## src/rob_pkg.sv

```systemverilog
package rob_pkg;

  // ~~~~~~~~~~~~~~~~~~~~~~~~~~~~~~
  // fixed sizes of the read channel
  // ~~~~~~~~~~~~~~~~~~~~~~~~~~~~~~

  // the channel talks to four cache banks
  localparam int unsigned NUM_BANKS = 4;

  // each bank can have this many answers in flight for one channel
  localparam int unsigned ROB_DEPTH = 8;

  // the keep-order FIFO holds 16 bank ids, one per outstanding request
  localparam int unsigned KOF_AW = 4;

  localparam int unsigned DATA_W = 128;

  // ~~~~~~~~~~~~~~~~~~~~~~~~~~~~~~
  // types shared by the datapath
  // ~~~~~~~~~~~~~~~~~~~~~~~~~~~~~~

  typedef logic [$clog2(NUM_BANKS)-1:0] bank_id_t;

  // reorder tag, echoed back by the bank with its answer
  typedef logic [$clog2(ROB_DEPTH)-1:0] rob_num_t;

  // up to four channels share the banks
  typedef logic [1:0] ch_id_t;

  typedef logic [DATA_W-1:0] data_t;

endpackage

```

## src/bank_rtn_if.sv

```systemverilog
`timescale 1ns/1ps

interface bank_rtn_if;
  import rob_pkg::*;

  // valid strobes for one cycle per answer, there is no ready
  logic     valid;
  ch_id_t   ch_id;
  rob_num_t rob_num;
  data_t    data;

  modport bank (
    output valid,
    output ch_id,
    output rob_num,
    output data
  );

  modport rob (
    input valid,
    input ch_id,
    input rob_num,
    input data
  );

endinterface

```

## src/sync_fifo.sv

```systemverilog
`timescale 1ns/1ps

module sync_fifo #(
  parameter int unsigned AW = 4,
  parameter int unsigned DW = 8
) (
  input  logic          clk_i,
  input  logic          rst_i,
  input  logic          push_i,
  input  logic [DW-1:0] din_i,
  input  logic          pop_i,
  output logic [DW-1:0] dout_o,
  output logic          empty_o,
  output logic          full_o
);

  localparam int unsigned DEPTH = 1 << AW;

  logic [DW-1:0] mem [DEPTH];
  logic [AW-1:0] wr_ptr;
  logic [AW-1:0] rd_ptr;
  logic [AW:0]   count;
  logic          do_push;
  logic          do_pop;

  assign do_push = push_i && !full_o;
  assign do_pop  = pop_i && !empty_o;

  assign empty_o = (count == '0);
  assign full_o  = (count == (AW+1)'(DEPTH));

  // the head is shown in the same cycle it is read
  assign dout_o = mem[rd_ptr];

  always_ff @(posedge clk_i) begin
    if (do_push) begin
      mem[wr_ptr] <= din_i;
    end
  end

  always_ff @(posedge clk_i or posedge rst_i) begin
    if (rst_i) begin
      wr_ptr <= '0;
      rd_ptr <= '0;
      count  <= '0;
    end else begin
      if (do_push) begin
        wr_ptr <= wr_ptr + 1'b1;
      end
      if (do_pop) begin
        rd_ptr <= rd_ptr + 1'b1;
      end
      case ({do_push, do_pop})
        2'b10:   count <= count + 1'b1;
        2'b01:   count <= count - 1'b1;
        default: count <= count;
      endcase
    end
  end

endmodule

```

## src/spw_buffer.sv

```systemverilog
`timescale 1ns/1ps

module spw_buffer (
  input  logic              clk_i,
  input  logic              rst_i,
  input  logic              wr_en_i,
  input  rob_pkg::rob_num_t wr_ptr_i,
  input  rob_pkg::data_t    wr_data_i,
  input  logic              rd_en_i,
  input  rob_pkg::rob_num_t rd_ptr_i,
  output logic              rd_valid_o,
  output rob_pkg::data_t    rd_data_o
);
  import rob_pkg::*;

  // ~~~~~~~~~~~~~~~~~~~~~~~~~~~~~~
  // storage by tag
  // ~~~~~~~~~~~~~~~~~~~~~~~~~~~~~~

  // answers land at their own tag, in whatever order the bank sends them
  data_t                mem [ROB_DEPTH];
  logic [ROB_DEPTH-1:0] vld;

  always_ff @(posedge clk_i) begin
    if (wr_en_i) begin
      mem[wr_ptr_i] <= wr_data_i;
    end
  end

  // ~~~~~~~~~~~~~~~~~~~~~~~~~~~~~~
  // valid bits
  // ~~~~~~~~~~~~~~~~~~~~~~~~~~~~~~

  // a tag is only reused after its credit came back, so a write and a
  // clear never hit the same entry in one cycle
  always_ff @(posedge clk_i or posedge rst_i) begin
    if (rst_i) begin
      vld <= '0;
    end else begin
      if (rd_en_i) begin
        vld[rd_ptr_i] <= 1'b0;
      end
      if (wr_en_i) begin
        vld[wr_ptr_i] <= 1'b1;
      end
    end
  end

  // ~~~~~~~~~~~~~~~~~~~~~~~~~~~~~~
  // read side
  // ~~~~~~~~~~~~~~~~~~~~~~~~~~~~~~

  // the merge stage looks at one tag per bank and waits for it to fill
  assign rd_valid_o = vld[rd_ptr_i];
  assign rd_data_o  = mem[rd_ptr_i];

endmodule

```

## src/rob_tag_alloc.sv

```systemverilog
`timescale 1ns/1ps

module rob_tag_alloc (
  input  logic                          clk_i,
  input  logic                          rst_i,
  input  logic                          req_kickoff_i,
  input  rob_pkg::bank_id_t             req_bank_id_i,
  input  logic [rob_pkg::NUM_BANKS-1:0] bank_pop_i,
  output logic                          req_ready_o,
  output logic                          req_accept_o,
  output rob_pkg::rob_num_t             req_rob_num_o
);
  import rob_pkg::*;

  localparam int unsigned KOF_DEPTH = 1 << KOF_AW;
  localparam int unsigned BCW       = $clog2(ROB_DEPTH + 1);
  localparam int unsigned TCW       = $clog2(KOF_DEPTH + 1);

  rob_num_t       tag_arr [NUM_BANKS];
  logic [BCW-1:0] cnt_arr [NUM_BANKS];
  logic [TCW-1:0] total_cnt;
  logic           any_pop;

  // the merge stage pops at most one bank per cycle
  assign any_pop = |bank_pop_i;

  // stop when the bank has no free tag or the keep-order FIFO is full
  assign req_ready_o   = (cnt_arr[req_bank_id_i] != BCW'(ROB_DEPTH))
                      && (total_cnt != TCW'(KOF_DEPTH));
  assign req_accept_o  = req_kickoff_i && req_ready_o;
  assign req_rob_num_o = tag_arr[req_bank_id_i];

  always_ff @(posedge clk_i or posedge rst_i) begin
    if (rst_i) begin
      total_cnt <= '0;
    end else if (req_accept_o && !any_pop) begin
      total_cnt <= total_cnt + 1'b1;
    end else if (!req_accept_o && any_pop) begin
      total_cnt <= total_cnt - 1'b1;
    end
  end

  // ~~~~~~~~~~~~~~~~~~~~~~~~~~~~~~
  // per-bank issue tag and credits
  // ~~~~~~~~~~~~~~~~~~~~~~~~~~~~~~

  for (genvar b = 0; b < NUM_BANKS; b++) begin : g_bank
    rob_num_t       issue_tag;
    logic [BCW-1:0] outstanding;
    logic           acc_here;

    assign acc_here = req_accept_o && (req_bank_id_i == bank_id_t'(b));

    // issue tag wraps at 8, matching the read tag in the reorder block
    always_ff @(posedge clk_i or posedge rst_i) begin
      if (rst_i) begin
        issue_tag   <= '0;
        outstanding <= '0;
      end else begin
        if (acc_here) begin
          issue_tag <= issue_tag + 1'b1;
        end
        if (acc_here && !bank_pop_i[b]) begin
          outstanding <= outstanding + 1'b1;
        end else if (!acc_here && bank_pop_i[b]) begin
          outstanding <= outstanding - 1'b1;
        end
      end
    end

    assign tag_arr[b] = issue_tag;
    assign cnt_arr[b] = outstanding;
  end

endmodule

```

## src/cross_bar_rob.sv

```systemverilog
`timescale 1ns/1ps

module cross_bar_rob #(
  parameter rob_pkg::ch_id_t CHANNEL_ID = '0
) (
  input  logic                          clk_i,
  input  logic                          rst_i,
  input  logic                          req_accept_i,
  input  rob_pkg::bank_id_t             req_bank_id_i,
  bank_rtn_if.rob                       bank_rtn [rob_pkg::NUM_BANKS],
  output logic                          ch_rtn_valid_o,
  input  logic                          ch_rtn_ready_i,
  output rob_pkg::data_t                ch_rtn_data_o,
  output logic [rob_pkg::NUM_BANKS-1:0] bank_pop_o
);
  import rob_pkg::*;

  bank_id_t             kof_head;
  logic                 kof_empty;
  logic                 rtn_fire;
  logic [NUM_BANKS-1:0] buf_rvalid;
  data_t                buf_rdata [NUM_BANKS];

  // ~~~~~~~~~~~~~~~~~~~~~~~~~~~~~~
  // keep-order FIFO
  // ~~~~~~~~~~~~~~~~~~~~~~~~~~~~~~

  // one entry per accepted request, holding only the target bank.
  // The allocator never lets it fill past 16, so full is not needed here
  sync_fifo #(
    .AW (KOF_AW),
    .DW ($bits(bank_id_t))
  ) u_keep_order_fifo (
    .clk_i   (clk_i),
    .rst_i   (rst_i),
    .push_i  (req_accept_i),
    .din_i   (req_bank_id_i),
    .pop_i   (rtn_fire),
    .dout_o  (kof_head),
    .empty_o (kof_empty),
    .full_o  ()
  );

  // ~~~~~~~~~~~~~~~~~~~~~~~~~~~~~~
  // per-bank sparse write buffers
  // ~~~~~~~~~~~~~~~~~~~~~~~~~~~~~~

  for (genvar b = 0; b < NUM_BANKS; b++) begin : g_bank
    rob_num_t rd_tag;
    logic     wr_en;
    logic     rd_en;

    // answers for other channels pass by without being stored
    assign wr_en = bank_rtn[b].valid && (bank_rtn[b].ch_id == CHANNEL_ID);

    // only the bank at the head of the order is ever read
    assign rd_en = rtn_fire && (kof_head == bank_id_t'(b));

    // next tag to hand out in order, steps on this bank's own read only
    always_ff @(posedge clk_i or posedge rst_i) begin
      if (rst_i) begin
        rd_tag <= '0;
      end else if (rd_en) begin
        rd_tag <= rd_tag + 1'b1;
      end
    end

    spw_buffer u_spw_buffer (
      .clk_i      (clk_i),
      .rst_i      (rst_i),
      .wr_en_i    (wr_en),
      .wr_ptr_i   (bank_rtn[b].rob_num),
      .wr_data_i  (bank_rtn[b].data),
      .rd_en_i    (rd_en),
      .rd_ptr_i   (rd_tag),
      .rd_valid_o (buf_rvalid[b]),
      .rd_data_o  (buf_rdata[b])
    );

    // the pop pulse returns the credit to the allocator and the bank
    assign bank_pop_o[b] = rd_en;
  end

  // ~~~~~~~~~~~~~~~~~~~~~~~~~~~~~~
  // return merge
  // ~~~~~~~~~~~~~~~~~~~~~~~~~~~~~~

  // valid follows only the head bank, so a later answer that arrives
  // early in another bank waits its turn
  assign ch_rtn_valid_o = !kof_empty && buf_rvalid[kof_head];
  assign ch_rtn_data_o  = buf_rdata[kof_head];

  // nothing moves while the consumer holds ready low, so valid and data hold
  assign rtn_fire = ch_rtn_valid_o && ch_rtn_ready_i;

endmodule

```

## src/rob_channel_top.sv

```systemverilog
`timescale 1ns/1ps

module rob_channel_top #(
  parameter rob_pkg::ch_id_t CHANNEL_ID = '0
) (
  input  logic                          clk_i,
  input  logic                          rst_i,

  // request side
  input  logic                          req_kickoff_i,
  input  rob_pkg::bank_id_t             req_bank_id_i,
  output logic                          req_ready_o,
  output rob_pkg::rob_num_t             req_rob_num_o,

  // bank answers
  input  logic [rob_pkg::NUM_BANKS-1:0] bank_valid_i,
  input  rob_pkg::ch_id_t               bank_ch_id_i   [rob_pkg::NUM_BANKS-1:0],
  input  rob_pkg::rob_num_t             bank_rob_num_i [rob_pkg::NUM_BANKS-1:0],
  input  rob_pkg::data_t                bank_data_i    [rob_pkg::NUM_BANKS-1:0],

  // in-order return
  output logic                          ch_rtn_valid_o,
  input  logic                          ch_rtn_ready_i,
  output rob_pkg::data_t                ch_rtn_data_o,
  output logic [rob_pkg::NUM_BANKS-1:0] bank_pop_o
);
  import rob_pkg::*;

  logic req_accept;

  bank_rtn_if bank_rtn [NUM_BANKS] ();

  // ~~~~~~~~~~~~~~~~~~~~~~~~~~~~~~
  // bank ports into the bundles
  // ~~~~~~~~~~~~~~~~~~~~~~~~~~~~~~

  // the top level stands in for the bank side of each bundle
  for (genvar b = 0; b < NUM_BANKS; b++) begin : g_bank
    assign bank_rtn[b].valid   = bank_valid_i[b];
    assign bank_rtn[b].ch_id   = bank_ch_id_i[b];
    assign bank_rtn[b].rob_num = bank_rob_num_i[b];
    assign bank_rtn[b].data    = bank_data_i[b];
  end

  // ~~~~~~~~~~~~~~~~~~~~~~~~~~~~~~
  // tag allocator
  // ~~~~~~~~~~~~~~~~~~~~~~~~~~~~~~

  rob_tag_alloc u_tag_alloc (
    .clk_i         (clk_i),
    .rst_i         (rst_i),
    .req_kickoff_i (req_kickoff_i),
    .req_bank_id_i (req_bank_id_i),
    .bank_pop_i    (bank_pop_o),
    .req_ready_o   (req_ready_o),
    .req_accept_o  (req_accept),
    .req_rob_num_o (req_rob_num_o)
  );

  // ~~~~~~~~~~~~~~~~~~~~~~~~~~~~~~
  // reorder block
  // ~~~~~~~~~~~~~~~~~~~~~~~~~~~~~~

  cross_bar_rob #(
    .CHANNEL_ID (CHANNEL_ID)
  ) u_cross_bar_rob (
    .clk_i          (clk_i),
    .rst_i          (rst_i),
    .req_accept_i   (req_accept),
    .req_bank_id_i  (req_bank_id_i),
    .bank_rtn       (bank_rtn),
    .ch_rtn_valid_o (ch_rtn_valid_o),
    .ch_rtn_ready_i (ch_rtn_ready_i),
    .ch_rtn_data_o  (ch_rtn_data_o),
    .bank_pop_o     (bank_pop_o)
  );

endmodule

```

## config.mk

```make
export PLATFORM = sky130hd
export DESIGN_NAME = rob_channel_top
export DESIGN_NICKNAME = d
export VERILOG_FILES = /design/src/rob_pkg.sv /design/src/bank_rtn_if.sv /design/src/sync_fifo.sv /design/src/spw_buffer.sv /design/src/rob_tag_alloc.sv /design/src/cross_bar_rob.sv /design/src/rob_channel_top.sv
export SDC_FILE = /design/constraint.sdc
export NUM_CORES = 2
export LEC_CHECK = 0
export BUFFER_PORTS_ARGS = -buffer_cell sky130_fd_sc_hd__buf_2
export CAP_MARGIN = 5
export CELL_PAD_IN_SITES_DETAIL_PLACEMENT = 1
export CELL_PAD_IN_SITES_GLOBAL_PLACEMENT = 2
export CORE_ASPECT_RATIO = 1.75
export CORE_MARGIN = 4
export CORE_UTILIZATION = 30
export CTS_BUF_LIST = sky130_fd_sc_hd__clkbuf_4 sky130_fd_sc_hd__clkbuf_8 sky130_fd_sc_hd__clkbuf_16
export DETAILED_ROUTE_END_ITERATION = 8
export GPL_TIMING_DRIVEN = 0
export PLACE_DENSITY_LB_ADDON = 0.05
export SYNTH_ARGS = -nofsm -noshare
export SYNTH_HDL_FRONTEND = slang
export SYNTH_MEMORY_MAX_BITS = 65536
export SYNTH_SLANG_ARGS = --single-unit
```

## constraint.sdc

```tcl
create_clock -name clk_i -period 4.9 [get_ports clk_i]
set_input_delay 0.98 -clock clk_i [delete_from_list [all_inputs] [get_ports clk_i]]
set_output_delay 0.98 -clock clk_i [all_outputs]
set_load 0.02 [all_outputs]
```

==> summary.md <==
| Metric | Value |
|---|---|
| Setup ws final | `-0.8681 ns` |
| Hold crit path type | `in2reg` |
| Final #Nets | `11430` |
| Syn Inst Count | `9146` |
| Layout cell share with drive strength beyond 1 | `0.3359` |
| Max rail drop VDD | `0.0008036 V` |
| DR WL met2 | `434.2 mm` |
| Gpl congestion | `1.090` |
| FF-to-FF End | `u_tag_alloc.g_bank[0].outstanding[3]$_DFFE_PP0P_` |
| Clock Latency Late Sink | `0.99 ns` |
| Final WL | `911.8 mm` |
| GR Overflow Total | `0` |
| Primary FF master, synth | `edfxtp_1` |
| Violated checks | `design-rule violations, max-capacitance violations, max-slew violations, negative setup slack` |
| Hold endpoint | `u_cross_bar_rob.g_bank[1].u_spw_buffer.mem[5][33]$_DFFE_PP_` |
| Endpoint type of the worst setup path | `output pin` |
| Chip Height | `981.3 um` |
| Port bufs | `678` |
| RSZ-0062 raised after global routing | `true` |
| DR DRC count | `4` |
| EDFF count, synth | `4128` |
| WHS Path Cells | `1` |
| Slew headroom | `-0.04852` |
| Non-Filler Instances | `18620` |
| Max Freq | `173.4 MHz` |
| I/O pin cnt | `679` |
| Power per Cell Area | `784.9 nW/um^2` |
| Post-detailed-route count of antenna-violating nets | `0` |
| First-pass GRT wire length | `1146 mm` |
| CP max FO | `10` |
| Placed Cells | `17480` |
| Mapped Avg Cell Area | `17.75 sq um` |
| First drt pass iteration count | `9` |
| Asr flop ratio synth | `0.02134` |
| FILL cells | `53040` |
| Hold Slack | `0.2581 ns` |
| Crit Path Class | `reg2out` |
| Worst EP required | `3.92 ns` |
| Vias per cell | `5.655` |
| Fin. Hold Viols | `0` |
| Syn-to-layout area delta | `27.96%` |
| CTS Sinks | `4218` |
| Final period util | `1.177` |
| Worst Tran Pin Value | `1.566 ns` |
| Vias | `105300` |
| Number of global-route vias before repair | `105900` |
| Yosys reg bits | `4218` |
| Ys Warns | `0` |
| Status | `finished, violations left` |
| Total core area | `539600 sq um` |
| M1 WL | `312.3 mm` |
| Flop-to-flop setup slack | `-0.22 ns` |
| WL/cell | `48.96 um` |
| CTS tree | `yes` |
| Initial antenna violation count | `385` |
| Pins Over Slew Limit | `13` |
| R2R Path Start | `u_cross_bar_rob.u_keep_order_fifo.count[0]$_DFFE_PP0P_` |
| Commonest cells after routing, fill and taps aside | `edfxtp_1 (4128), buf_2 (669), mux2_2 (472)` |
| Syn_nets | `9727` |
| Die Span X | `564.2 um` |
| Hold Startpoint | `bank_data_i[161]` |
| Max-cap viol count | `2` |
| Total die area | `553600 sq um` |
| Sequential area share after synthesis | `0.7772` |
| Row count | `357` |
| Synthesized cell area | `162400 sq um` |
| Setup Skew | `0.03930 ns` |
| Final setup fails | `132` |
| Register-to-Register Path Depth | `15` |
| DP HPWL | `682.0 mm` |
| DR top layer | `met5` |
| Wire length on met3 | `79.39 mm` |
| Largest net degree at the start of global routing | `64` |
| Clock-pin transition on the worst setup and hold timing paths | `0.06 ns` |
| Min cycle time layout | `5.768 ns` |
| Data arrival, critical path | `4.79 ns` |
| Cell variety after synth | `79` |
| CP startpoint kind | `flip-flop` |
| CTS root buffer | `clkbuf_16` |
| CTS H-Tree Depth | `5` |
| Leakage power | `0.06763 uW` |
| Initial Util | `0.3009` |
| Total track usage | `0.3199` |
| Iter 0 DRT Violations | `12790` |
| Clk buf depth | `4` |
| Most common cell after layout, fill and taps aside | `edfxtp_1` |
| TritonCTS buffer count | `422` |
==> worst max path at each step <==
stage                                                            start  slack [ns]                                                      endpoint
2_1_floorplan                                          bank_ch_id_i[7]       -0.29    u_cross_bar_rob.g_bank[3].u_spw_buffer.mem[2][0]$_DFFE_PP_
3_3_place_gp                                           bank_ch_id_i[5]       -5.75  u_cross_bar_rob.g_bank[2].u_spw_buffer.mem[6][110]$_DFFE_PP_
3_5_place_dp           u_cross_bar_rob.g_bank[2].rd_tag[0]$_DFFE_PP0N_       -2.46                                            ch_rtn_data_o[121]
4_1_cts        u_cross_bar_rob.u_keep_order_fifo.rd_ptr[0]$_DFFE_PP0P_       -0.81                                            ch_rtn_data_o[118]
5_1_grt                u_cross_bar_rob.g_bank[0].rd_tag[0]$_DFFE_PP0N_       -0.76                                             ch_rtn_data_o[83]
6_report               u_cross_bar_rob.g_bank[0].rd_tag[0]$_DFFE_PP0N_       -0.87                                             ch_rtn_data_o[83]
==> where the power goes <==
| part | switching (uW) | internal (uW) |
|---|---|---|
| logic | 65200 | 23800 |
| registers | 497 | 40400 |
| clock network | 14700 | 18600 |
==> final cells by class <==
type | instances | area (sq um) | area share
Inverter | 37 | 157.7 | 0.0007587
Timing Repair Buffer | 1291 | 13450 | 0.06474
Tap cell | 7180 | 8984 | 0.04323
Sequential cell | 4218 | 126200 | 0.6074
Buffer | 627 | 6730 | 0.03239
Multi-Input combinational cell | 4254 | 37950 | 0.1826
Antenna cell | 238 | 595.6 | 0.002866
Clock inverter | 246 | 2145 | 0.01032
Clock buffer | 533 | 11570 | 0.05566
==> worst max-delay path, cell delays in order, from the launching register on <==
cell and delay [ns]:
dfrtp_1 0.39, buf_6 0.21, buf_12 0.21, inv_1 0.11
clkbuf_8 0.23, clkdlybuf4s15_2 0.49, a221oi_1 0.39, o21ai_1 0.09
buf_4 0.19, o211ai_1 0.83, o31ai_2 0.35, buf_2 0.27
==> sequential cells by signal, indices dropped and copies added (netlist names) <==
name	flops
u_cross_bar_rob.g_bank.u_spw_buffer.mem	4096
u_cross_bar_rob.g_bank.u_spw_buffer.vld	32
u_cross_bar_rob.u_keep_order_fifo.mem	32
u_tag_alloc.g_bank.outstanding	16
u_cross_bar_rob.g_bank.rd_tag	12
u_tag_alloc.g_bank.issue_tag	12
u_cross_bar_rob.u_keep_order_fifo.count	5
u_tag_alloc.total_cnt	5
u_cross_bar_rob.u_keep_order_fifo.rd_ptr	4
u_cross_bar_rob.u_keep_order_fifo.wr_ptr	4
==> metrics by stage <==
stage	setup WS [ns]	util	instance area [sq um]	power, uW	setup TNS, ns
floorplan	-0.2867	-	162600	64370	-687.52
global placement	-5.745	0.3242	175000	110300	-
detailed placement	-2.462	0.3413	184200	114400	-219.33
CTS	-0.8093	0.3790	204500	156200	-86.09
global route	-0.7604	0.3845	207500	162500	-61.32
finish	-0.8681	0.3851	207800	163100	-74.17
==> kinds of logic after synthesis <==
group,after synthesis,share of synthesized area
XOR/XNOR,48,0.002589
AO/OA/AOI/OAI,2293,0.1019
adder cells (fa/ha/maj),39,0.003282
flip-flops,4218,0.7772
multiplexers,980,0.07385
AND/OR/NAND/NOR,894,0.02365
buffers and inverters,674,0.01752
==> Yosys cell counts, types with 107 or more instances <==
cell,count,share of area
o211ai_1,107,0.0049
a221oi_1,516,0.028
clkbuf_1,340,0.0079
o21ai_0,334,0.010
mux2i_1,375,0.023
nor2_1,372,0.0086
mux2_2,473,0.033
a21oi_1,409,0.013
mux4_2,126,0.017
edfxtp_1,4128,0.76
buf_2,228,0.0070
nand2_1,304,0.0070
a22oi_1,355,0.016
==> per-layer routing <==
layer,vias up,global-route usage
li1,41450,-
met1,56850,0.3478
met2,5255,0.5247
met3,1558,0.09844
met4,210,0.2328
met5,-,0.01608
==> what timing repair did <==
action                                 in CTS  in global routing
setup endpoints to repair                 136                133
resized for setup                        1755                587
cloned                                      1                  3
pin swaps                                 104                 87
setup buffers                              64                 74
hold buffers                                1                  0
endpoints found under the hold margin      27                  0
Power figures use the tool's default switching activity.
